[src/hdl/cache_config.svh]
`ifndef CACHE_CONFIG_SVH
`define CACHE_CONFIG_SVH

// Number of ways as a power of two
`define CACHE_WAYS_W 1

// Lanes (sets) per way as a power of two
`define CACHE_LANES_W 4

// Words per line as a power of two
`define CACHE_OFFSET_W 3

// Physical tag is everything above the lane field
`define CACHE_TAG_W (32 - 2 - `CACHE_OFFSET_W - `CACHE_LANES_W)

// Addresses with this bit set skip the cache
`define CACHE_UNCACHED_BIT 31

`endif
[src/hdl/cache_pkg.sv]
`default_nettype none

package cache_pkg;

    // IDLE also serves as the output stage
    typedef enum logic [1:0] {
        IDLE,
        WRITEBACK,
        REFILL,
        BYPASS
    } cache_state_t;

    // Codes 3, 6 and 7 are unknown
    typedef enum logic [2:0] {
        LOAD_BYTE   = 3'd0,
        LOAD_HALF   = 3'd1,
        LOAD_WORD   = 3'd2,
        LOAD_BYTE_U = 3'd4,
        LOAD_HALF_U = 3'd5
    } load_type_t;

    // Code 3 is unknown
    typedef enum logic [1:0] {
        STORE_BYTE = 2'd0,
        STORE_HALF = 2'd1,
        STORE_WORD = 2'd2
    } store_type_t;

endpackage

`default_nettype wire

[src/hdl/store_align.sv]
`timescale 1ns/10ps
`default_nettype none

module store_align (
    input  wire [1:0]                    in_word,
    input  wire cache_pkg::store_type_t  store_type,
    input  wire [31:0]                   data_in,
    output logic [31:0]                  data_out,
    output logic [3:0]                   mask,
    output logic                         misaligned,
    output logic                         unknown_type
);
    import cache_pkg::*;

    always_comb begin
        data_out     = data_in;
        mask         = 4'b0000;
        misaligned   = 1'b0;
        unknown_type = 1'b0;
        case (store_type)
            STORE_BYTE: begin
                data_out = {4{data_in[7:0]}};
                mask     = 4'b0001 << in_word;
            end
            STORE_HALF: begin
                data_out   = {2{data_in[15:0]}};
                misaligned = in_word[0];
                if (!in_word[0])
                    mask = in_word[1] ? 4'b1100 : 4'b0011;
            end
            STORE_WORD: begin
                misaligned = |in_word;
                if (in_word == 2'b00)
                    mask = 4'b1111;
            end
            default: begin
                unknown_type = 1'b1;
            end
        endcase
    end

endmodule

`default_nettype wire

[config.mk]
export PLATFORM = sky130hd
export DESIGN_NAME = store_align
export DESIGN_NICKNAME = d
export VERILOG_FILES = /design/src/hdl/cache_config.svh /design/src/hdl/cache_pkg.sv /design/src/hdl/store_align.sv
export SDC_FILE = /design/constraint.sdc
export NUM_CORES = 1
export LEC_CHECK = 0
export ABC_AREA = 1
export BUFFER_PORTS_ARGS = -buffer_cell sky130_fd_sc_hd__buf_2
export CAP_MARGIN = 40
export CORE_MARGIN = 2
export CORE_UTILIZATION = 32
export DETAILED_ROUTE_END_ITERATION = 12
export PLACE_DENSITY = 0.9
export SLEW_MARGIN = 20
export SYNTH_ARGS = -nofsm -noshare
export SYNTH_HDL_FRONTEND = slang
export SYNTH_SLANG_ARGS = --single-unit
[constraint.sdc]
create_clock -name vclk -period 1.9
set_input_delay 0.38 -clock vclk [all_inputs]
set_output_delay 0.38 -clock vclk [all_outputs]
set_load 0.03 [all_outputs]
==> results.yml, run 1 <==
power_and_ir_drop:
  power.leakage_nw: 0.716
  power_mw: 0.393
  power.density_nw_per_um2: 353
  max-vdd-ir-drop_uv: 168
synth:
  netlist_area_um2: 623
  synth-seq-area-share_pct: 0
  yosys.area_share.simple_pct: 56.2
  synth_top_family_by_area: "simple AND/OR/NAND/NOR gates"
  postSynthAreaPerCell_um2: 5.07
  synth_nets: 165
  yosys_warnings: 0
  synth_xor_xnor_area_share_pct: 0
  synth-adder-area-share_pct: 12.0
  ys_types: 17
  synthCells: 123
  synth_compound_area_share_pct: 11.6
  synth_mux_area_share_pct: 0
final_layout:
  final.fill_count: 189
  mostFrequentLayoutCells: "buf_2 (73), nand2_1 (64), buf_4 (15)"
  regArea_um2: 0
  multiInputGateArea_um2: 569
  utilization_pct: 62.5
  clkbuf_count: 0
  seq_cells: 0
  layout-drive-gt1-share_pct: 53.5
  nets: 244
  area_growth_pct: 78.7
  stdcell_count: 225
  layout_commonest_cell: "buf_2"
  n_antenna_cell: 0
floorplan:
  core_um2: 1780
  initial_core_util_pct: 34.9
  rows: 15
  die-area_um2: 2320
  die_w_um: 48.1
  ioPinCount: 74
  die_h_um: 48.1
detailed_routing:
  drt-initial-drc-count: 11
  num_vias: 979
  vias_per_cell: 4.35
  detail_route.wl_per_cell_um: 9.61
  routed_wl_um: 2160
  drt_drc_violations_left: 0
  ant_nets: 0
  dr.pass1.iters: 4
flow_run:
  cap_viol_max_count: 0
sta:
  hold_violations: 0
  maxSlewHeadroom_pct: 82.5
  fin_crit_sh_pct: 95.1
  layout_setup_ws_ns: 0.0927
  fmax_mhz: 553
  setup_viol: 0
  report.final.slew_viol_count: 0
  period_needed_ns: 1.81
  fin_setup_tns_ns: 0
  worstMarginPinSlew_ns: 0.262
place:
  port_buffers: 74
  gp_congestion: 0.787
  dp_hpwl_um: 1790
  dp_worst_setup_slack_ns: -0.0410
  placed_cells: 224
setup_path:
  path_class: "in -> out"
  crit_required_ns: 1.52
  worstPathArrival_ns: 1.43
  crit_path_end_kind: "primary output"
  critPathLaunchType: "primary input"
  crit_fanout: 8
global_route:
  antenna_found_initial: 0
  grt_overflow_total: 0
  gr-usage-all-layers_pct: 17.8
  grt_pass1_vias: 780
  grt_max_degree: 10
  grt_pass1_wl_um: 3120
status:
  outcome: "finished clean"
hold_path:
  hold_path_class: "in -> out"
cts:
  cts_hold_buffers: 0
## cell usage after synthesis
cell type | count | share of area, %
nand2_1 | 68 | 41
a21oi_1 | 9 | 7.2
buf_4 | 9 | 11
nor2_1 | 8 | 4.8
ha_1 | 6 | 12
inv_1 | 5 | 3.0
nand3_1 | 5 | 4.0
a21oi_2 | 2 | 2.8
nor2_2 | 2 | 2.0
o21ai_0 | 2 | 1.6
buf_2 | 1 | 0.80
buf_6 | 1 | 1.8
buf_8 | 1 | 2.4
clkbuf_1 | 1 | 0.60
clkinv_1 | 1 | 0.60
nor2_8 | 1 | 3.2
nor3b_1 | 1 | 1.2
## cells by family (layout without fill, tap and decap cells)
family                     after synthesis  in the layout
AOI/OAI and AO/OA                       13             13
adders and majority gates                6              6
buffers and inverters                   19             95
and+or+nand+nor                         85             86
## final cells by class
cell class,instances,share of cell area [%]
Inverter,6,2.47
Multi-Input combinational cell,105,51.1
Tap cell,25,2.81
Timing Repair Buffer,89,43.6
## final timing paths
| kind | from | end | slack, ns | depth (start not counted) |
|---|---|---|---|---|
| max | store_type[0] | data_out[30] | 0.09 | 8 |
| min | data_in[3] | data_out[3] | 1.04 | 2 |
## layer usage
metal / track usage, % / share of wire [%] / vias up
met4: 0.541 / 0 / 0
met2: 34.9 / 53 / 33
met3: 0.370 / 5.7 / 0
met5: 0 / 0 / -
li1: - / - / 528
met1: 22.6 / 41 / 418
## worst max-delay path, stage by stage
cell	delay [ns]
buf_2	0.13
inv_2	0.08
ha_4	0.20
nor2_4	0.19
buf_4	0.15
nand2_1	0.05
nand2_2	0.05
buf_2	0.19
## through the flow
stage	hold slack, ns	cell area, um2
CTS	1.04	1090
global placement	1.04	1060
floorplan	0.892	649
finish	1.04	1110
detailed placement	1.04	1060
global route	1.05	1110
## power breakdown
group | total (mW) | leakage [nW] | internal [mW] | switching [mW]
Clock | 0 | 0 | 0 | 0
Sequential | 0 | 0 | 0 | 0
Combinational | 0.393 | 0.716 | 0.139 | 0.254
## repair_timing
action / CTS / global route
resized for setup: 4 / 6
setup buffers: 0 / 0
endpoints found under the setup margin: 17 / 20
cloned: 1 / 0
pin swaps: 2 / 1
(Power assumes the default switching activity.)
==> inputs of run 2 (changes only) <==
ABC_CLOCK_PERIOD_IN_PS = 1900   (was default)
CELL_PAD_IN_SITES_DETAIL_PLACEMENT = 1   (was default)
CELL_PAD_IN_SITES_GLOBAL_PLACEMENT = 2   (was default)
CORE_UTILIZATION = 12   (was 32)
PLACE_DENSITY = 0.88   (was 0.9)
==> results.yml, run 2 (synthesized netlist as in run 1, its figures left out) <==
sta:
  fin_setup_tns_ns: 0
  layout_setup_ws_ns: 0.0726
  fin_crit_sh_pct: 96.2
  grt_setup_unrepaired: "true"
  report.final.slew_viol_count: 0
  hold_violations: 0
  period_needed_ns: 1.83
  maxSlewHeadroom_pct: 83.4
  whs_ns: 1.04
  setup_viol: 0
  worstMarginPinSlew_ns: 0.248
  fmax_mhz: 547
place:
  gp_congestion: 0.773
  port_buffers: 74
  dp_hpwl_um: 2360
  placed_cells: 264
  dp_worst_setup_slack_ns: -0.0556
  dpl_cell_area_um2: 1080
final_layout:
  area_growth_pct: 85.3
  final.fill_count: 702
  mostFrequentLayoutCells: "buf_2 (68), nand2_1 (64), buf_4 (14)"
  seq_cells: 0
  clkbuf_count: 0
  layout-drive-gt1-share_pct: 52.6
  layout_commonest_cell: "buf_2"
  regArea_um2: 0
  stdcell_count: 266
  n_antenna_cell: 0
  nets: 240
  fin_area_um2: 1150
  utilization_pct: 22.8
global_route:
  grt_pass1_wl_um: 4490
  antenna_found_initial: 0
  grt_pass1_vias: 987
  grt_overflow_total: 0
  grt_max_degree: 10
  gr-usage-all-layers_pct: 8.95
cts:
  cts_hold_buffers: 0
hold_path:
  min-delay-start: "data_in[7]"
  min_to: "data_out[7]"
  holdPathStages: 2
  hold_path_class: "in -> out"
floorplan:
  core_um2: 5070
  die-area_um2: 5790
  ioPinCount: 74
  die_h_um: 76.1
  initial_core_util_pct: 12.3
  die_w_um: 76.1
  rows: 26
power_and_ir_drop:
  pwr-share-clk_pct: 0
  power.density_nw_per_um2: 345
  power.share.switching_pct: 65.1
  power_mw: 0.399
  p_int_mw: 0.139
  power.leakage_nw: 0.702
  p_switching_mw: 0.260
  max-vdd-ir-drop_uv: 88.7
  p_comb_share_pct: 100.0
  seq_power_share_pct: 0
setup_path:
  crit_path_end_kind: "primary output"
  crit_required_ns: 1.52
  critPathLaunchType: "primary input"
  path_class: "in -> out"
  worstPathArrival_ns: 1.45
  crit_fanout: 9
detailed_routing:
  dr.pass1.iters: 2
  wl_met2_um: 1340
  ant_nets: 0
  drt_drc_violations_left: 0
  m1WireLength_um: 1210
  vias_per_cell: 3.74
  detail_route.wl_per_cell_um: 10.3
  drt-initial-drc-count: 7
  routed_wl_um: 2740
  wl_met3_um: 177
  highest_layer: "met3"
  num_vias: 996
status:
  outcome: "finished clean"
flow_run:
  cap_viol_max_count: 0
==> run 2: cell count changes in the layout (fill, tap and decap cells not counted), sizes merged <==
cell | before | now
buf | 88 | 84
==> run 2: worst max-delay path, stage by stage <==
cell	delay [ns]
clkbuf_4	0.14
inv_2	0.09
ha_2	0.28
nand2_1	0.12
nor2_4	0.13
a21oi_2	0.05
nand2_2	0.07
buf_2	0.18
==> run 2: power groups by stage <==
stage | registers (mW) | clock network, mW | logic (mW)
global placement | 0 | 0 | 0.375
global route | 0 | 0 | 0.434
finish | 0 | 0 | 0.399
floorplan | 0 | 0 | 0.255
CTS | 0 | 0 | 0.387
detailed placement | 0 | 0 | 0.381
==> run 2: worst max-delay path by stage <==
stage | from | end | slack, ns | cells past startpoint
global route | store_type[0] | data_out[12] | -0.04 | 8
finish | store_type[0] | data_out[14] | 0.07 | 8
floorplan | store_type[1] | data_out[14] | 0.01 | 9
detailed placement | store_type[1] | data_out[25] | -0.06 | 8
CTS | store_type[1] | misaligned | -0.03 | 7
global placement | store_type[1] | data_out[9] | -0.03 | 8
==> run 2: layout make-up <==
| cell class | count | area [um2] | area share (%) |
|---|---|---|---|
| timing repair buffer | 85 | 475 | 41.2 |
| inverter | 6 | 27.5 | 2.38 |
| tap | 70 | 87.6 | 7.58 |
| multi-input combinational | 105 | 564 | 48.9 |
==> run 2: layer usage <==
| layer | track usage [%] | vias to the layer above |
|---|---|---|
| li1 | - | 518 |
| met1 | 11.5 | 441 |
| met2 | 17.0 | 37 |
| met3 | 1.07 | 0 |
| met4 | 0 | 0 |
| met5 | 0 | - |
==> run 2: repair_timing <==
item,CTS,global route
gates cloned,1,0
setup buffers,0,1
endpoints found under the hold margin,0,0
pin swaps,1,3
gates resized for setup,2,19
endpoints found under the setup margin,17,22
