$ cat src/hdl/cache_config.svh
`ifndef CACHE_CONFIG_SVH
`define CACHE_CONFIG_SVH

// Number of ways as a power of two
`define CACHE_WAYS_W 1

// Lanes (sets) per way as a power of two
`define CACHE_LANES_W 4

// Words per line as a power of two
`define CACHE_OFFSET_W 3

// Physical tag is everything above the lane field
`define CACHE_TAG_W (32 - 2 - `CACHE_OFFSET_W - `CACHE_LANES_W)

// Addresses with this bit set skip the cache
`define CACHE_UNCACHED_BIT 31

`endif
$ cat src/hdl/cache_pkg.sv
`default_nettype none

package cache_pkg;

    // IDLE also serves as the output stage
    typedef enum logic [1:0] {
        IDLE,
        WRITEBACK,
        REFILL,
        BYPASS
    } cache_state_t;

    // Codes 3, 6 and 7 are unknown
    typedef enum logic [2:0] {
        LOAD_BYTE   = 3'd0,
        LOAD_HALF   = 3'd1,
        LOAD_WORD   = 3'd2,
        LOAD_BYTE_U = 3'd4,
        LOAD_HALF_U = 3'd5
    } load_type_t;

    // Code 3 is unknown
    typedef enum logic [1:0] {
        STORE_BYTE = 2'd0,
        STORE_HALF = 2'd1,
        STORE_WORD = 2'd2
    } store_type_t;

endpackage

`default_nettype wire

$ cat src/hdl/load_align.sv
`timescale 1ns/10ps
`default_nettype none

module load_align (
    input  wire [1:0]                   in_word,
    input  wire cache_pkg::load_type_t  load_type,
    input  wire [31:0]                  data_in,
    output logic [31:0]                 data_out,
    output logic                        misaligned,
    output logic                        unknown_type
);
    import cache_pkg::*;

    logic [7:0]  sel_byte;
    logic [15:0] sel_half;

    // Addressed byte and half of the word
    assign sel_byte = data_in[{in_word, 3'b000} +: 8];
    assign sel_half = in_word[1] ? data_in[31:16] : data_in[15:0];

    always_comb begin
        data_out     = data_in;
        misaligned   = 1'b0;
        unknown_type = 1'b0;
        case (load_type)
            LOAD_BYTE: begin
                data_out = {{24{sel_byte[7]}}, sel_byte};
            end
            LOAD_BYTE_U: begin
                data_out = {24'h000000, sel_byte};
            end
            LOAD_HALF: begin
                data_out   = {{16{sel_half[15]}}, sel_half};
                misaligned = in_word[0];
            end
            LOAD_HALF_U: begin
                data_out   = {16'h0000, sel_half};
                misaligned = in_word[0];
            end
            LOAD_WORD: begin
                misaligned = |in_word;
            end
            default: begin
                unknown_type = 1'b1;
            end
        endcase
    end

endmodule

`default_nettype wire

$ cat config.mk
export PLATFORM = sky130hd
export DESIGN_NAME = load_align
export DESIGN_NICKNAME = d
export VERILOG_FILES = /design/src/hdl/cache_config.svh /design/src/hdl/cache_pkg.sv /design/src/hdl/load_align.sv
export SDC_FILE = /design/constraint.sdc
export NUM_CORES = 1
export LEC_CHECK = 0
export ABC_AREA = 0
export BUFFER_PORTS_ARGS = -buffer_cell sky130_fd_sc_hd__buf_2
export CORE_ASPECT_RATIO = 0.8
export CORE_UTILIZATION = 37
export DETAILED_ROUTE_END_ITERATION = 8
export PLACE_DENSITY = 0.95
export SYNTH_ARGS = -nofsm -noshare
export SYNTH_HDL_FRONTEND = slang
export SYNTH_SLANG_ARGS = --single-unit
$ cat constraint.sdc
create_clock -name vclk -period 1.35
set_clock_uncertainty 0.1 [all_clocks]
set_input_delay 0.0675 -clock vclk [all_inputs]
set_output_delay 0.0675 -clock vclk [all_outputs]
set_load 0.01 [all_outputs]
==> results of run 1 <==
==> stage by stage <==
step	power (W)	setup TNS, ns	util [%]	std cells	setup slack (ns)
floorplan	0.000227	0	-	110	0.0595
global placement	0.000430	-1.77	69.2	213	-0.0966
detailed placement	0.000445	-2.48	69.2	213	-0.146
CTS	0.000492	-1.94	75.1	214	-0.122
global route	0.000572	-2.71	79.7	216	-0.136
finish	0.000534	-1.76	79.7	216	-0.104
==> worst paths after layout <==
path | from | to
setup / recovery | in_word[0] | data_out[28]
hold / removal | data_in[16] | data_out[16]
==> power groups by stage <==
stage	Combinational (W)	Clock (W)	Sequential (W)
6_report	0.000534	0	0
3_3_place_gp	0.000430	0	0
3_5_place_dp	0.000445	0	0
2_1_floorplan	0.000227	0	0
4_1_cts	0.000492	0	0
5_1_grt	0.000572	0	0
==> routing by layer <==
layer,vias up,GRT usage (%)
li1,577,-
met1,578,32.1
met2,77,62.2
met3,8,0.758
met4,0,5.71
met5,-,0
==> synth_stat cells <==
master     n
a211oi_1  17
a21bo_2    1
a21oi_1    1
a22o_2     1
a22oi_1    1
and2b_2    1
buf_1      2
buf_2      2
buf_4      1
buf_6      1
clkbuf_1   3
inv_1      1
mux2_2     1
mux2i_1    8
mux4_2     1
nand2_1   42
nand2b_1   2
nand3_1    1
nor2_1     3
nor2b_1    5
nor3_1     2
nor3b_2    1
o211ai_1   9
o21a_1     1
o21ai_0    1
o221ai_4   1
==> cell families after synthesis <==
kind of cell,share of synthesized area (%)
mux,16.7
compound gates,39.2
buf+inv,7.54
simple gates,36.6
==> cell type report <==
type / instances / share of cell area, %
multi-input cells: 100 / 50.6
repair buffers: 93 / 47.0
well taps: 22 / 2.06
inverters: 1 / 0.281
==> timing repair <==
action	CTS	global route
gates cloned	0	1
setup buffers	1	1
setup endpoints to repair	28	32
pin swaps	3	8
resized for setup	20	16
hold buffers	0	0
==> impl_metrics.py, run 1 <==
metrics = {
    "outcome": {
        "status": "finished, violations left",
        "violations": "setup timing",
    },
    "placement": {
        "post-dp-hpwl_um": 2230,
        "gp_congestion": 0.855,
        "dpl_cell_area_mm2": 0.00116,
        "port_buffers": 71,
    },
    "worst_setup_path": {
        "path_cells": "buf_6, mux4_2, o221ai_4, buf_6, nand2_2, buf_6",
        "cp_common_cell": "buf_6",
        "required_ns": 1.18,
        "critPathSlowestCell": "mux4_2",
        "max_stage_delay_ns": 0.55,
        "startpoint_type": "input pin",
        "worstSetupEndpointType": "output pin",
        "critPathBufInv": 3,
        "cpLargestDelayFamily": "multiplexers",
        "critPathMaxFanout": 6,
        "cp.depth": 6,
        "crit_type": "input pin to output pin",
        "crit_arrival_ns": 1.29,
    },
    "layout": {
        "area_growth_pct": 96.1,
        "fin_area_mm2": 0.00134,
        "clock_buffers": 0,
        "seqCellArea_um2": 0,
        "final_common_cell": "buf_2",
        "fillCellCount": 109,
        "layout_common_cells": "58 x buf_2, 31 x nand2_1, 20 x buf_6, 16 x a211oi_1, 15 x buf_4",
        "design.seq.count": 0,
        "multi_input_area_um2": 676,
        "drive_gt1_share_pct": 59.3,
        "antenna-diode-count": 0,
        "layout.nets": 233,
    },
    "floorplanning": {
        "die_area_mm2": 0.00202,
        "rows": 13,
        "die_w_um": 50.0,
        "initial_utilization_pct": 40.6,
        "die_height_um": 40.4,
        "coreArea_mm2": 0.00168,
        "num_io_pins": 71,
    },
    "sta": {
        "rsz0062_at_grt": "true",
        "setup_viol": 23,
        "fmax_mhz": 688,
        "hold_viol_final": 0,
        "setup_ws_ns": -0.104,
        "fin_crit_sh_pct": 108,
        "fin_hold_ws_ns": 0.334,
        "maxSlewViolCount": 0,
        "worst_pin_slew_ns": 0.339,
        "relSlewSlack_pct": 77.4,
        "min_period_ns": 1.45,
    },
    "yosys": {
        "avgSynthCellArea_um2": 6.19,
        "synthCells": 110,
        "synth_largest_type_area_fraction_pct": 23.2,
        "synth_area_um2": 681,
        "mappedNetlistNets": 147,
        "ys_warn_count": 0,
        "yosys-top-cells-area": "nand2_1 23%, a211oi_1 19%, mux2i_1 12%",
        "synth_top_area_cell": "nand2_1",
        "ys_seq_area_share_pct": 0,
        "yosysUniqueCellTypes": 26,
    },
    "drt": {
        "met3_length_um": 205,
        "met2_length_um": 1590,
        "vias": 1240,
        "met1_length_um": 1240,
        "top_layer": "met4",
        "drc": 0,
        "dr.pass1.iters": 4,
        "wl_um": 3110,
        "ant_nets": 0,
        "drtIter0Drc": 43,
        "vias_per_cell": 5.74,
        "wire_per_inst_um": 14.4,
    },
    "grt": {
        "grt_pass1_wl_um": 4410,
        "grt_start_max_net_pins": 14,
        "grt_usage_pct": 28.6,
        "grt_pass1_vias": 1000,
        "grt_overflow": 0,
        "grt_antenna_before_repair": 0,
    },
    "power": {
        "leakage_nw": 0.719,
        "p_clk_share_pct": 0,
        "p_int_w": 0.000266,
        "switchingPower_w": 0.000267,
        "power_density_mw_per_mm2": 400,
        "switching_share_pct": 50.1,
        "ir_drop_v": 0.000274,
        "pwr-share-comb_pct": 100.0,
        "seq_power_share_pct": 0,
    },
    "worst_hold_path": {
        "hold_depth": 4,
        "worstHoldPathType": "input pin to output pin",
    },
    "flow_run": {
        "cap_violations": 0,
    },
}
Note: power is estimated with default switching activity, not from simulation.
==> run 2, diff against run 1 <==
- MAX_ROUTING_LAYER: unset -> met4
- clock period: 1.35 -> 1.5 ns (I/O delays scaled with it)
==> impl_metrics.py, run 2 (synthesis gave the netlist of run 1 again) <==
metrics = {
    "floorplanning": {
        "coreArea_mm2": 0.00168,
        "die_area_mm2": 0.00202,
        "die_height_um": 40.4,
        "die_w_um": 50.0,
        "rows": 13,
        "initial_utilization_pct": 40.6,
        "num_io_pins": 71,
    },
    "drt": {
        "wire_per_inst_um": 14.6,
        "vias_per_cell": 5.66,
        "drc": 0,
        "drtIter0Drc": 31,
        "dr.pass1.iters": 4,
        "wl_um": 3040,
        "vias": 1177,
        "ant_nets": 0,
    },
    "power": {
        "power_density_mw_per_mm2": 365,
        "leakage_nw": 0.679,
        "power.total_w": 0.000471,
        "ir_drop_v": 0.000224,
    },
    "outcome": {
        "status": "finished, violations left",
        "violations": "setup timing",
    },
    "layout": {
        "layoutNonFillerInstCount": 208,
        "layout.nets": 225,
        "final_common_cell": "buf_2",
        "drive_gt1_share_pct": 57.0,
        "layout_common_cells": "55 x buf_2, 30 x nand2_1, 18 x buf_6, 17 x a211oi_1, 11 x buf_4",
        "antenna-diode-count": 0,
        "fin_area_mm2": 0.00129,
        "fillCellCount": 120,
        "clock_buffers": 0,
        "seqCellArea_um2": 0,
        "multi_input_area_um2": 684,
        "area_growth_pct": 89.7,
        "design.seq.count": 0,
    },
    "clock_tree": {
        "postCtsHoldBufs": 0,
    },
    "worst_setup_path": {
        "critPathMaxFanout": 5,
        "crit_arrival_ns": 1.34,
        "worstSetupEndpointType": "output pin",
        "crit_type": "input pin to output pin",
        "required_ns": 1.32,
        "startpoint_type": "input pin",
    },
    "grt": {
        "grt_overflow": 0,
        "grt_antenna_before_repair": 0,
        "grt_pass1_vias": 908,
        "grt_pass1_wl_um": 4020,
        "grt_start_max_net_pins": 14,
        "grt_usage_pct": 26.5,
    },
    "sta": {
        "setup_viol": 9,
        "hold_viol_final": 0,
        "setup_ws_ns": -0.0171,
        "min_period_ns": 1.52,
        "rsz0062_at_grt": "true",
        "relSlewSlack_pct": 70.2,
        "worst_pin_slew_ns": 0.446,
        "fmax_mhz": 659,
        "finalSetupTns_ns": -0.0673,
        "maxSlewViolCount": 0,
        "fin_crit_sh_pct": 101,
    },
    "placement": {
        "gp_congestion": 0.861,
        "dpl_cell_area_mm2": 0.00111,
        "port_buffers": 71,
        "place.detailed.instances": 207,
        "post-dp-hpwl_um": 2120,
    },
    "worst_hold_path": {
        "worstHoldPathType": "input pin to output pin",
    },
    "flow_run": {
        "cap_violations": 0,
    },
}
run 2: changes by cell type in the layout (fill, tap and decap cells not counted), moves of 2 or more:
cell,before,now
buf_2,58,55
buf_4,15,11
buf_6,20,18
nand2_4,0,2
run 2: report_power, final:
group / leakage, nW / total (W) / internal (W) / switching (W)
registers: 0 / 0 / 0 / 0
logic: 0.679 / 0.000471 / 0.000232 / 0.000239
clock network: 0 / 0 / 0 / 0
run 2: metal layers:
metal	vias up	GRT usage [%]	wire length, um
met3	10	1.14	222
met1	538	31.0	1140
met2	71	52.7	1590
met5	-	-	0
li1	558	-	-
met4	0	4.29	91
run 2: cell type report:
cell class         instances  area share [%]
inverters                  1           0.291
multi-input cells        100            53.0
well taps                 22            2.13
repair buffers            85            44.6
run 2: stage by stage:
| stage | setup slack, ns | util, % | hold slack [ns] |
|---|---|---|---|
| global placement | -0.00443 | 66.5 | 0.343 |
| CTS | -0.00143 | 66.8 | 0.346 |
| floorplan | 0.194 | - | 0.174 |
| finish | -0.0171 | 77.1 | 0.338 |
| detailed placement | -0.0182 | 66.5 | 0.346 |
| global route | -0.0639 | 77.1 | 0.365 |
run 2: what timing repair did:
action	in CTS	in global routing
buffers inserted	0	1
endpoints found under the setup margin	6	20
pin swaps	0	3
gates resized for setup	1	36
run 2: worst max-delay path: stages:
cell and delay, ns:
buf_8 0.07, mux4_2 0.55, o221ai_4 0.28, buf_6 0.17, nand2_1 0.05, buf_2 0.14
run 2: worst paths after layout:
check,startpoint,to,slack [ns],cells past startpoint
worst max-delay path,in_word[0],data_out[18],-0.02,6
worst min-delay path,data_in[28],data_out[28],0.34,4
