**src/hdl/cache_config.svh**
```systemverilog
`ifndef CACHE_CONFIG_SVH
`define CACHE_CONFIG_SVH

// Number of ways as a power of two
`define CACHE_WAYS_W 1

// Lanes (sets) per way as a power of two
`define CACHE_LANES_W 4

// Words per line as a power of two
`define CACHE_OFFSET_W 3

// Physical tag is everything above the lane field
`define CACHE_TAG_W (32 - 2 - `CACHE_OFFSET_W - `CACHE_LANES_W)

// Addresses with this bit set skip the cache
`define CACHE_UNCACHED_BIT 31

`endif
```
**src/hdl/cache_pkg.sv**
```systemverilog
`default_nettype none

package cache_pkg;

    // IDLE also serves as the output stage
    typedef enum logic [1:0] {
        IDLE,
        WRITEBACK,
        REFILL,
        BYPASS
    } cache_state_t;

    // Codes 3, 6 and 7 are unknown
    typedef enum logic [2:0] {
        LOAD_BYTE   = 3'd0,
        LOAD_HALF   = 3'd1,
        LOAD_WORD   = 3'd2,
        LOAD_BYTE_U = 3'd4,
        LOAD_HALF_U = 3'd5
    } load_type_t;

    // Code 3 is unknown
    typedef enum logic [1:0] {
        STORE_BYTE = 2'd0,
        STORE_HALF = 2'd1,
        STORE_WORD = 2'd2
    } store_type_t;

endpackage

`default_nettype wire

```
**src/hdl/cache_ctrl.sv**
```systemverilog
`timescale 1ns/10ps
`include "cache_config.svh"
`default_nettype none

module cache_ctrl (
    input  wire                          clk,
    input  wire                          rst_n,
    input  wire [31:0]                   address,
    input  wire                          load,
    input  wire cache_pkg::load_type_t   load_type,
    input  wire                          store,
    input  wire cache_pkg::store_type_t  store_type,
    input  wire [31:0]                   store_data,
    input  wire                          m_waitrequest,
    input  wire [31:0]                   m_readdata,
    input  wire                          m_readdatavalid,
    input  wire                          hit,
    input  wire [`CACHE_WAYS_W-1:0]      hit_way,
    input  wire [31:0]                   hit_data,
    input  wire [31:0]                   victim_data,
    input  wire [`CACHE_TAG_W-1:0]       victim_tag,
    input  wire                          victim_valid,
    input  wire                          victim_dirty,
    input  wire [31:0]                   store_word,
    input  wire [3:0]                    store_mask,
    input  wire                          store_bad,
    input  wire                          load_bad,
    output logic                         busy,
    output logic                         done,
    output logic [1:0]                   req_in_word,
    output cache_pkg::load_type_t        req_load_type,
    output cache_pkg::store_type_t       req_store_type,
    output logic [31:0]                  req_store_data,
    output logic [31:0]                  load_source_data,
    output logic [31:0]                  m_address,
    output logic [`CACHE_OFFSET_W:0]     m_burstcount,
    output logic                         m_read,
    output logic                         m_write,
    output logic [31:0]                  m_writedata,
    output logic [3:0]                   m_byteenable,
    output logic                         read_en,
    output logic [`CACHE_LANES_W-1:0]    read_lane,
    output logic [`CACHE_OFFSET_W-1:0]   read_offset,
    output logic [`CACHE_TAG_W-1:0]      lookup_tag,
    output logic [`CACHE_WAYS_W-1:0]     victim_way,
    output logic                         write_en,
    output logic [`CACHE_WAYS_W-1:0]     write_way,
    output logic [`CACHE_LANES_W-1:0]    write_lane,
    output logic [`CACHE_OFFSET_W-1:0]   write_offset,
    output logic [31:0]                  write_data,
    output logic                         write_dirty,
    output logic                         line_fill
);
    import cache_pkg::*;

    cache_state_t                state;
    logic                        os_active;
    logic                        replay;
    logic                        read_acked;
    logic                        req_load;
    logic                        req_uncached;
    logic [`CACHE_LANES_W-1:0]   req_lane;
    logic [`CACHE_OFFSET_W-1:0]  req_offset;
    logic [`CACHE_OFFSET_W-1:0]  word_cnt;
    logic                        accept;
    logic                        bad;
    logic                        lookup;
    logic                        miss;
    logic [31:0]                 merged;

    assign bad    = req_load ? load_bad : store_bad;
    // Cached request in the output stage that passed the type checks
    assign lookup = state == IDLE && os_active && !bad && !req_uncached;
    assign miss   = lookup && !hit;
    assign accept = (load || store) && !busy;

    always_comb begin
        busy = 1'b1;
        done = 1'b0;
        case (state)
            IDLE: begin
                busy = replay || (os_active && !bad && (req_uncached || !hit || !req_load));
                done = os_active && (bad || (!req_uncached && hit));
            end
            BYPASS: done = req_load ? m_readdatavalid : !m_waitrequest;
            default: ;
        endcase
    end

    // Store bytes over the line word
    always_comb begin
        for (int b = 0; b < 4; b++)
            merged[8*b +: 8] = store_mask[b] ? store_word[8*b +: 8] : hit_data[8*b +: 8];
    end

    always_comb begin
        read_en     = accept;
        read_lane   = address[2+`CACHE_OFFSET_W +: `CACHE_LANES_W];
        read_offset = address[2 +: `CACHE_OFFSET_W];
        if (replay) begin
            read_en     = 1'b1;
            read_lane   = req_lane;
            read_offset = req_offset;
        end else if (miss) begin
            read_en     = 1'b1;
            read_lane   = req_lane;
            read_offset = '0;
        end else if (state == WRITEBACK) begin
            // Fetch the next victim word once the current one is taken
            read_en     = !m_waitrequest;
            read_lane   = req_lane;
            read_offset = word_cnt + 1'b1;
        end
    end

    assign write_lane = req_lane;

    always_comb begin
        if (state == REFILL) begin
            write_en     = m_readdatavalid;
            write_way    = victim_way;
            write_offset = word_cnt;
            write_data   = m_readdata;
            write_dirty  = 1'b0;
            line_fill    = m_readdatavalid && word_cnt == '0;
        end else begin
            write_en     = lookup && hit && !req_load;
            write_way    = hit_way;
            write_offset = req_offset;
            write_data   = merged;
            write_dirty  = 1'b1;
            line_fill    = 1'b0;
        end
    end

    always_comb begin
        m_address    = {lookup_tag, req_lane, {`CACHE_OFFSET_W{1'b0}}, 2'b00};
        m_burstcount = {1'b1, {`CACHE_OFFSET_W{1'b0}}};
        m_read       = 1'b0;
        m_write      = 1'b0;
        m_writedata  = victim_data;
        m_byteenable = 4'b1111;
        case (state)
            WRITEBACK: begin
                m_address = {victim_tag, req_lane, {`CACHE_OFFSET_W{1'b0}}, 2'b00};
                m_write   = 1'b1;
            end
            REFILL: m_read = !read_acked;
            BYPASS: begin
                m_address    = {lookup_tag, req_lane, req_offset, 2'b00};
                m_burstcount = (`CACHE_OFFSET_W+1)'(1);
                m_read       = req_load && !read_acked;
                m_write      = !req_load;
                m_writedata  = store_word;
                m_byteenable = req_load ? 4'b1111 : store_mask;
            end
            default: ;
        endcase
    end

    assign load_source_data = state == BYPASS ? m_readdata : hit_data;

    always_ff @(posedge clk) begin
        if (accept) begin
            lookup_tag     <= address[31 -: `CACHE_TAG_W];
            req_lane       <= address[2+`CACHE_OFFSET_W +: `CACHE_LANES_W];
            req_offset     <= address[2 +: `CACHE_OFFSET_W];
            req_in_word    <= address[1:0];
            req_load       <= load;
            req_uncached   <= address[`CACHE_UNCACHED_BIT];
            // Byte type on the unused side never raises a flag
            req_load_type  <= load ? load_type : LOAD_BYTE;
            req_store_type <= load ? STORE_BYTE : store_type;
            req_store_data <= store_data;
        end
    end

    always_ff @(posedge clk or negedge rst_n) begin
        if (!rst_n) begin
            state      <= IDLE;
            os_active  <= 1'b0;
            replay     <= 1'b0;
            read_acked <= 1'b0;
            word_cnt   <= '0;
            victim_way <= '0;
        end else begin
            case (state)
                IDLE: begin
                    os_active <= accept || replay;
                    replay    <= 1'b0;
                    if (os_active && !bad && req_uncached)
                        state <= BYPASS;
                    else if (miss)
                        state <= (victim_valid && victim_dirty) ? WRITEBACK : REFILL;
                end
                WRITEBACK: begin
                    if (!m_waitrequest) begin
                        word_cnt <= word_cnt + 1'b1;
                        if (&word_cnt)
                            state <= REFILL;
                    end
                end
                REFILL: begin
                    if (m_read && !m_waitrequest)
                        read_acked <= 1'b1;
                    if (m_readdatavalid) begin
                        word_cnt <= word_cnt + 1'b1;
                        // Last word in, so look the request up again
                        if (&word_cnt) begin
                            state      <= IDLE;
                            replay     <= 1'b1;
                            read_acked <= 1'b0;
                            victim_way <= victim_way + 1'b1;
                        end
                    end
                end
                BYPASS: begin
                    if (m_read && !m_waitrequest)
                        read_acked <= 1'b1;
                    if (done) begin
                        state      <= IDLE;
                        read_acked <= 1'b0;
                    end
                end
            endcase
        end
    end

endmodule

`default_nettype wire

```
**config.mk**
```make
export PLATFORM = sky130hd
export DESIGN_NAME = cache_ctrl
export DESIGN_NICKNAME = d
export VERILOG_FILES = /design/src/hdl/cache_pkg.sv /design/src/hdl/cache_ctrl.sv
export VERILOG_INCLUDE_DIRS = /design/src /design/src/hdl
export SDC_FILE = /design/constraint.sdc
export NUM_CORES = 1
export LEC_CHECK = 0
export BUFFER_PORTS_ARGS = -buffer_cell sky130_fd_sc_hd__buf_4
export CORE_AREA = 2 2 176 178
export CTS_CLUSTER_SIZE = 12
export DETAILED_ROUTE_END_ITERATION = 7
export DIE_AREA = 0 0 178 180
export GPL_TIMING_DRIVEN = 0
export SYNTH_ARGS = -nofsm -noshare
export SYNTH_HDL_FRONTEND = slang
export SYNTH_SLANG_ARGS = --single-unit
```
**constraint.sdc**
```tcl
create_clock -name clk -period 20.4 [get_ports clk]
set_clock_uncertainty 0.05 [all_clocks]
set_input_delay 3.06 -clock clk [delete_from_list [all_inputs] [get_ports clk]]
set_output_delay 3.06 -clock clk [all_outputs]
set_load 0.01 [all_outputs]
```
==> metrics, run 1 <==
CP arrival 4.47 ns; hold-critical path depth 1; CP cell instances buf_4, nand3b_1, a311oi_4, nand2b_1, nand3_1, buf_4; post-synthesis register bit count 79; I/O Buffers 449; # resized after CTS 0; Synth top area share 43.10%; Clock Sinks 79; adder-cell share of the synthesized area 2.052%; Worst Path Required 17.29 ns; synth top area cells edfxtp_1 43%, mux2_2 16%, mux2i_1 6.6%, a22o_1 4.7%, dfrtp_1 4.6%; fmax 0.1319 GHz; Worst path max stage delay 0.83 ns; synthesis-to-finish area growth 87.20%; Synth cell types 46; GRT met2 Usage 31.38%; Compound-Gate Fraction of Synth Area 12.47%; total CTS buffers 9; average cell area after synthesis 11.90 um^2; vias in the first global route 5673; final cell count without fillers 1280; Pwr Density 116.2 nW/um^2; layout cell share with drive strength beyond 1 64.97%; CP Max Fanout 12; filler cell count 3163; max-cap viol count 0; Clock Latency Late Sink 0.34 ns; sequential fraction of the synthesis area 47.72%; # setup viols final 0; first-pass GRT wire length 38250 um; most used routing layer met2; Yosys top cell by area edfxtp_1; Hold Startpoint victim_way; number of enable flip-flop cells after synthesis 70; yosys warns 0; crit path kind in2out; slew margin rel. 42.03%; Pre-antenna DRT Iters 6; Worst Setup SP hit; most repeated library cell on the critical path buf_4; CTS root buf clkbuf_16; Avg WL per Cell 21.72 um; Slowest-stage cell, CP a311oi_4; r2r endpoint lookup_tag[15]; dpl cells 1262; Post-Syn Instances 410; gr ovfl total 0; Die W 178 um; post-route ant nets 0; pin count of the biggest net entering global routing 20; DP HPWL 23730 um; unrepaired setup endpoints after global routing no; # rows 64; clock slew at reported path FFs 0.06 ns; leakage 4.222 nW; mux cell area share after synthesis 25.12%; Iter 0 DRT Violations 167; met1 Use GR 17.34%; CP Capture Type output pin; Period minus WS final 7.580 ns; r2r startpoint state[0]; R2R cell count 6; final period utilization 37.16%; Max VDD drop 0.07347 mV; prevailing post-synth register cell edfxtp_1; r2r setup slk 17.85 ns; DRC errors left 0; GR met3 Demand/Resource 5.266%; depth of the CTS H-tree 3; Post-Syn Area 4877 um^2; Final Hold Viols 0; hold path endpoint victim_way; Max Root-Sink Buffers 2; routability cong. 0.8378; antenna violations before repair 2; CORE AREA 30190 um^2; ys async rst share 11.39%; Starting Density 16.16%; Via density 4.193; CTS Hold Bufs 0; worst slew pin tran 0.8695 ns; Post-Synth XOR/XNOR Area 0.3592%; I/O Pins 458; die area 32040 um^2; Fin Setup TNS 0 ns; Chip Height 180 um; total global-route track usage 16.56%; outcome complete, no violations; Layout Nets 1121; largest family of logic cells by synthesized area multiplexers; Post-Route WL 27800 um; TritonCTS clock tree done; Final Max Tran Viols 0; Hold Crit Class reg2reg; Setup Buffers After CTS 0; vias post-DR 5367; critical path launch point type primary input; Post-Synth Simple-Gate Area 7.696%
stage by stage:
| stage | hold WS (ns) | worst slack, ns | area [um^2] | util, % | power [mW] |
|---|---|---|---|---|---|
| 2_1_floorplan | 0.4671 | 7.873 | 4888 | - | 0.5670 |
| 3_3_place_gp | 0.4322 | 4.731 | 8755 | 29.00 | 0.9222 |
| 3_5_place_dp | 0.4417 | 12.78 | 8857 | 29.34 | 0.9266 |
| 4_1_cts | 0.4554 | 12.77 | 9125 | 30.23 | 1.083 |
| 5_1_grt | 0.4816 | 12.69 | 9130 | 30.24 | 1.131 |
| 6_report | 0.4508 | 12.82 | 9130 | 30.24 | 1.061 |
cell families (layout without fill, tap and decap cells):
group | count (synthesis) | after routing
AOI/OAI and AO/OA | 85 | 85
xor gates and xnor gates | 2 | 2
adders and majority gates | 8 | 8
buffers and inverters | 45 | 514
DFF | 79 | 79
muxes | 110 | 110
other | 1 | 6
and+or+nand+nor | 80 | 80
layer usage:
layer | wire [um] | part of all wire, %
met5 | 0 | 0
met4 | 389 | 1.4
met1 | 10110 | 36
met3 | 2579 | 9.3
met2 | 14730 | 53
flip-flops by register name, indices dropped and copies added, names as in the netlist:
signal,cells
req_store_data,32
lookup_tag,23
write_lane,4
req_load_type,3
req_offset,3
word_cnt,3
req_in_word,2
req_store_type,2
state,2
os_active,1
read_acked,1
replay,1
req_load,1
victim_way,1
cell type report:
| cell class | count | area [um^2] | share of cell area (%) |
|---|---|---|---|
| Multi-Input combinational cell | 289 | 2359 | 25.83 |
| Buffer | 37 | 190.2 | 2.083 |
| Timing Repair Buffer | 453 | 3456 | 37.85 |
| Tap cell | 396 | 495.5 | 5.427 |
| Clock buffer | 12 | 236.5 | 2.590 |
| Antenna cell | 2 | 5.005 | 0.05482 |
| Clock inverter | 4 | 31.28 | 0.3426 |
| Sequential cell | 79 | 2327 | 25.49 |
| Inverter | 8 | 30.03 | 0.3289 |
critical path, delay by kind of cell:
family / cells / cell delay [ns]
and+or+nand+nor: 3 / 0.35
AOI/OAI and AO/OA: 1 / 0.83
buffers and inverters: 2 / 0.23
power by group:
group          internal (mW)  switching (mW)  total [mW]
Clock                 0.0831          0.0677       0.151
Sequential             0.241          0.0294       0.270
Combinational          0.307           0.333       0.640
Total                  0.631           0.430        1.06
cell usage after synthesis, types with 4 or more instances:
| cell | count |
|---|---|
| mux2i_1 | 32 |
| edfxtp_1 | 70 |
| nand3_1 | 4 |
| inv_1 | 8 |
| ha_1 | 8 |
| mux2_4 | 4 |
| nand2b_1 | 7 |
| mux2_2 | 71 |
| a21oi_1 | 7 |
| a22o_1 | 26 |
| clkbuf_1 | 12 |
| buf_2 | 14 |
| and2_1 | 6 |
| o21ai_0 | 33 |
| nor2_1 | 9 |
| nor2b_1 | 5 |
| nand2_1 | 41 |
| or3_1 | 4 |
| buf_4 | 9 |
| dfrtp_1 | 9 |
how the worst max path moves through the flow:
stage               endpoint  cells past startpoint  slack [ns]
floorplan            read_en                      4        7.87
global placement     read_en                      6        4.73
detailed placement   read_en                      6       12.78
CTS                  read_en                      6       12.77
global route         read_en                      6       12.69
finish               read_en                      6       12.82
layout by cell type, fill, tap and decap left out, types with 14 or more instances in the layout:
cell type / n
a22o_1: 26
buf_2: 14
buf_4: 458
clkbuf_1: 15
edfxtp_1: 70
mux2_2: 71
mux2i_1: 32
nand2_1: 41
o21ai_0: 33
No activity file was read; power rests on OpenSTA's default activity.
==> run 2: changes to the inputs <==
Settings changed: CORE_AREA 2 2 176 178 to 2 2 180 182, DIE_AREA 0 0 178 180 to 0 0 182 184.
Clock period 20.4 ns to 7.65 ns, I/O delays scaled along.
==> run 2 against run 1 <==
  * Routed wire length about the same
  * Worst hold slack better by 0.0089 ns
  * Design area up 0.47%
  * Critical path type is now reg2out
  * Highest routed layer unchanged
==> metrics, run 2 (synthesis results as in run 1) <==
gr ovfl total 0; outcome complete, no violations; depth of the CTS H-tree 3; Worst path max stage delay 0.48 ns; Fin Setup TNS 0 ns; total CTS buffers 9; max-cap viol count 0; filler cell count 3295; r2r startpoint state[1]; hold-critical path depth 1; CTS root buf clkbuf_16; Iter 0 DRT Violations 152; R2R cell count 8; Layout Nets 1122; Final Max Tran Viols 0; CTS Hold Bufs 0; vias in the first global route 5736; CP Max Fanout 10; Biggest register req_store_data; leakage 4.254 nW; pin count of the biggest net entering global routing 19; first-pass GRT wire length 38460 um; worst setup margin 3.651 ns; Starting Density 15.54%; Period minus WS final 3.999 ns; Setup crit end write_data[15]; # setup viols final 0; die area 33490 um^2; CP arrival 2.80 ns; Clock Sinks 79; Buf+Inv Stages, Crit Path 5; I/O Buffers 449; fmax 0.2501 GHz; crit path kind reg2out; Pwr Density 314.9 nW/um^2; vias post-DR 5316; Post-Route WL 27790 um; DRC errors left 0; WP depth 8; most common cell after layout, fill and taps aside buf_4; DP HPWL 23870 um; worst slew pin tran 0.8513 ns; r2r setup slk 4.93 ns; TritonCTS clock tree done; slew margin rel. 43.25%; r2r endpoint lookup_tag[9]; Max Root-Sink Buffers 2; # resized after CTS 0; routability cong. 0.7931; layout cell share with drive strength beyond 1 65.23%; clock slew at reported path FFs 0.07 ns; CP cell instances inv_1, ha_1, buf_2, buf_2, clkbuf_1, nand2_1, o21ai_0, buf_4; CP top delay family buffers and inverters; total global-route track usage 15.95%; Chip Height 184 um; commonest non-fill, non-tap cells in the layout 458 x buf_4, 71 x mux2_2, 70 x edfxtp_1; Place WS 3.864 ns; Hold Crit Class reg2reg; # rows 65; Via density 4.137; Worst Setup SP state[0]; Pre-antenna DRT Iters 4; max FFs per register 32; most repeated library cell on the critical path buf_2; Avg WL per Cell 21.62 um; CP Capture Type output pin; unrepaired setup endpoints after global routing no; Die W 182 um; I/O Pins 458; Slowest-stage cell, CP clkbuf_1; critical path launch point type register; final antenna diode count 0; synthesis-to-finish area growth 88.07%; antenna violations before repair 0; Max VDD drop 0.1919 mV; post-route ant nets 0; Setup Buffers After CTS 0; Final Hold Viols 0; Worst Path Required 6.45 ns; Clock Latency Late Sink 0.34 ns; CORE AREA 31390 um^2; final period utilization 52.27%
==> run 2: cell types whose count changed in the layout (fill, tap and decap cells not counted) <==
cell	before	now
inv_8	0	1
buf_6	0	1
clkinv_2	0	1
buf_8	2	4
diode_2	2	0
bufinv_16	0	2
buf_16	2	0
clkinvlp_4	3	1
clkbuf_1	15	13
==> run 2: layer usage <==
layer | GRT usage [%] | vias up | wire, um
met5 | 0 | - | 0
met4 | 3.581 | 0 | 329
met3 | 5.131 | 15 | 2679
met2 | 29.63 | 326 | 14260
met1 | 17.66 | 2519 | 10520
li1 | - | 2456 | -
==> run 2: per-stage QoR <==
stage | util [%] | hold slack, ns | cell area [um^2] | cells | power [mW]
2_1_floorplan | - | 0.4671 | 4895 | 413 | 1.497
3_3_place_gp | 27.93 | 0.4553 | 8768 | 1264 | 2.430
3_5_place_dp | 28.19 | 0.4571 | 8851 | 1269 | 2.450
4_1_cts | 29.22 | 0.4693 | 9173 | 1285 | 2.945
5_1_grt | 29.22 | 0.4863 | 9173 | 1285 | 3.066
6_report | 29.22 | 0.4597 | 9173 | 1285 | 2.888
==> run 2: layout make-up <==
class | instances | area (um^2) | share of cell area (%)
flip-flops and latches | 79 | 2327 | 25.37
repair buffers | 454 | 3442 | 37.53
clock inverters | 6 | 92.59 | 1.009
well taps | 402 | 503.0 | 5.484
plain buffers | 37 | 190.2 | 2.073
clock buffers | 10 | 229.0 | 2.496
inverters | 8 | 30.03 | 0.3274
multi-input cells | 289 | 2359 | 25.71
==> run 2: worst min path at each step <==
stage                    start         end  slack (ns)
detailed placement  victim_way  victim_way        0.46
finish              victim_way  victim_way        0.46
CTS                 victim_way  victim_way        0.47
global placement    victim_way  victim_way        0.46
floorplan           victim_way  victim_way        0.47
global route        victim_way  victim_way        0.49
==> run 2: report_power, final <==
group / internal (mW) / switching (mW) / total [mW] / leakage (nW)
clock: 0.289 / 0.190 / 0.479 / 0.155
combinational: 0.809 / 0.885 / 1.69 / 3.34
sequential: 0.641 / 0.0745 / 0.715 / 0.762
total: 1.74 / 1.15 / 2.89 / 4.25
==> run 2: worst register-to-register path, cell delays in order (launching register included) <==
cell and delay, ns:
dfrtp_1 0.41, inv_1 0.12, ha_1 0.32, nand2b_1 0.20
a311oi_4 0.55, buf_8 0.23, buf_8 0.17, buf_6 0.18
buf_8 0.19
==> run 3: changes to the inputs <==
Clock period 7.65 ns to 4 ns, I/O delays scaled along.
==> run 3 against run 2 <==
  * Worst hold slack worse by 0.43 ns
  * Final cell count unchanged
  * First-iteration DRC count up 13%
  * Clock power up 85%
  * Largest cell class unchanged
  * Worst setup slack worse by 3.4 ns
  * Non-clock buffer count down 1
  * Routed wire length up 0.24%
  * Global-route usage up 0.058 points
  * Sequential share of layout area about the same
  * Combinational power up 93%
  * Clock-buffer cell count unchanged
==> metrics, run 3 (synthesis results as in run 1) <==
first-pass GRT wire length 38520 um; CP Capture Type output pin; Final Hold Viols 0; most used routing layer met2; Max Root-Sink Buffers 2; TritonCTS clock tree done; Avg WL per Cell 21.68 um; max FFs per register 32; # rows 65; post-route ant nets 0; gr ovfl total 0; Pwr Density 603.6 nW/um^2; CTS root buf clkbuf_16; pin count of the biggest net entering global routing 20; CP arrival 3.05 ns; worst slew pin tran 0.8047 ns; I/O Buffers 449; final cell count without fillers 1285; CTS Hold Bufs 0; total global-route track usage 16.01%; clock slew at reported path FFs 0.06 ns; Worst Path Required 3.35 ns; Max VDD drop 0.3371 mV; unrepaired setup endpoints after global routing no; Period minus WS final 3.699 ns; synthesis-to-finish area growth 87.99%; final core occ 29.21%; Clock Latency Late Sink 0.34 ns; Chip Height 184 um; critical path launch point type register; Hold Crit Class in2async; Worst path max stage delay 0.67 ns; Place WS 0.5834 ns; Iter 0 DRT Violations 172; Fin Setup TNS 0 ns; R2R cell count 7; GRT met2 Usage 29.11%; final period utilization 92.48%; Die W 182 um; Post-Route WL 27850 um; CORE AREA 31390 um^2; Biggest register req_store_data; die area 33490 um^2; routability cong. 0.7674; Starting Density 15.54%; CP cell instances inv_1, ha_1, nand2b_1, a311oi_4, buf_16, buf_8, buf_8, nand2b_1, nand3_1, buf_4; Final Max Tran Viols 0; DP HPWL 23830 um; Slowest-stage cell, CP a311oi_4; total CTS buffers 9; crit path kind reg2out; DRC errors left 0; met1 Use GR 18.04%; antenna violations before repair 2; outcome complete, no violations; max-cap viol count 0; Setup Buffers After CTS 0; fmax 0.2703 GHz; worst setup margin 0.3009 ns; I/O Pins 458; # resized after CTS 0; Power Total 5.534 mW; commonest non-fill, non-tap cells in the layout 458 x buf_4, 71 x mux2_2, 70 x edfxtp_1; Layout Nets 1121; leakage 4.249 nW; Clock Sinks 79; Pre-antenna DRT Iters 5; vias post-DR 5334; Via density 4.151; dpl cells 1268; GR met3 Demand/Resource 5.091%; slew margin rel. 46.35%; CP Max Fanout 19; most common cell after layout, fill and taps aside buf_4; vias in the first global route 5621; # setup viols final 0; depth of the CTS H-tree 3; layout cell share with drive strength beyond 1 64.97%
## run 3: per-layer routing
layer  wire length, um  part of all wire [%]
met1             10680                    38
met2             14200                    51
met3              2641                   9.5
met4               314                   1.1
met5                13                 0.047
## run 3: path summary, 6_finish.rpt
| kind | from | endpoint | slack [ns] |
|---|---|---|---|
| max | state[0] | read_en | 0.30 |
| min | rst_n | replay | 0.03 |
| max reg2reg | state[0] | req_store_data[22] | 1.31 |
| min reg2reg | victim_way | victim_way | 0.48 |
| max in group asynchronous | rst_n | os_active | 3.72 |
| min in group clk | store_data[28] | req_store_data[28] | 0.38 |
## run 3: cell type report
cell class / count / area, um^2
Antenna cell: 1 / 2.502
Multi-Input combinational cell: 289 / 2359
Fill cell: 3329 / 22220
Inverter: 8 / 30.03
Clock inverter: 6 / 85.08
Timing Repair Buffer: 453 / 3443
Clock buffer: 10 / 229.0
Buffer: 37 / 190.2
Tap cell: 402 / 503.0
Sequential cell: 79 / 2327
## run 3: metrics by stage
step | hold slack (ns) | area (um^2)
after floorplan | 0.2544 | 4906
after CTS | 0.01911 | 9166
after global routing | 0.02669 | 9169
after global placement | 0.3900 | 8780
after detailed placement | 0.3958 | 8852
final | 0.03446 | 9169
## run 3: power by group
part	internal (mW)	total (mW)	switching (mW)
clock	0.545	0.888	0.343
combinational	1.55	3.27	1.72
sequential	1.23	1.37	0.146
total	3.32	5.53	2.21
## run 3: worst max-delay path: cells and delay by family (launching register included)
| family | cells | cell delay, ns |
|---|---|---|
| buffers and inverters | 5 | 0.89 |
| AOI/OAI and AO/OA | 1 | 0.67 |
| DFF | 1 | 0.42 |
| and+or+nand+nor | 3 | 0.39 |
| adders and majority gates | 1 | 0.32 |
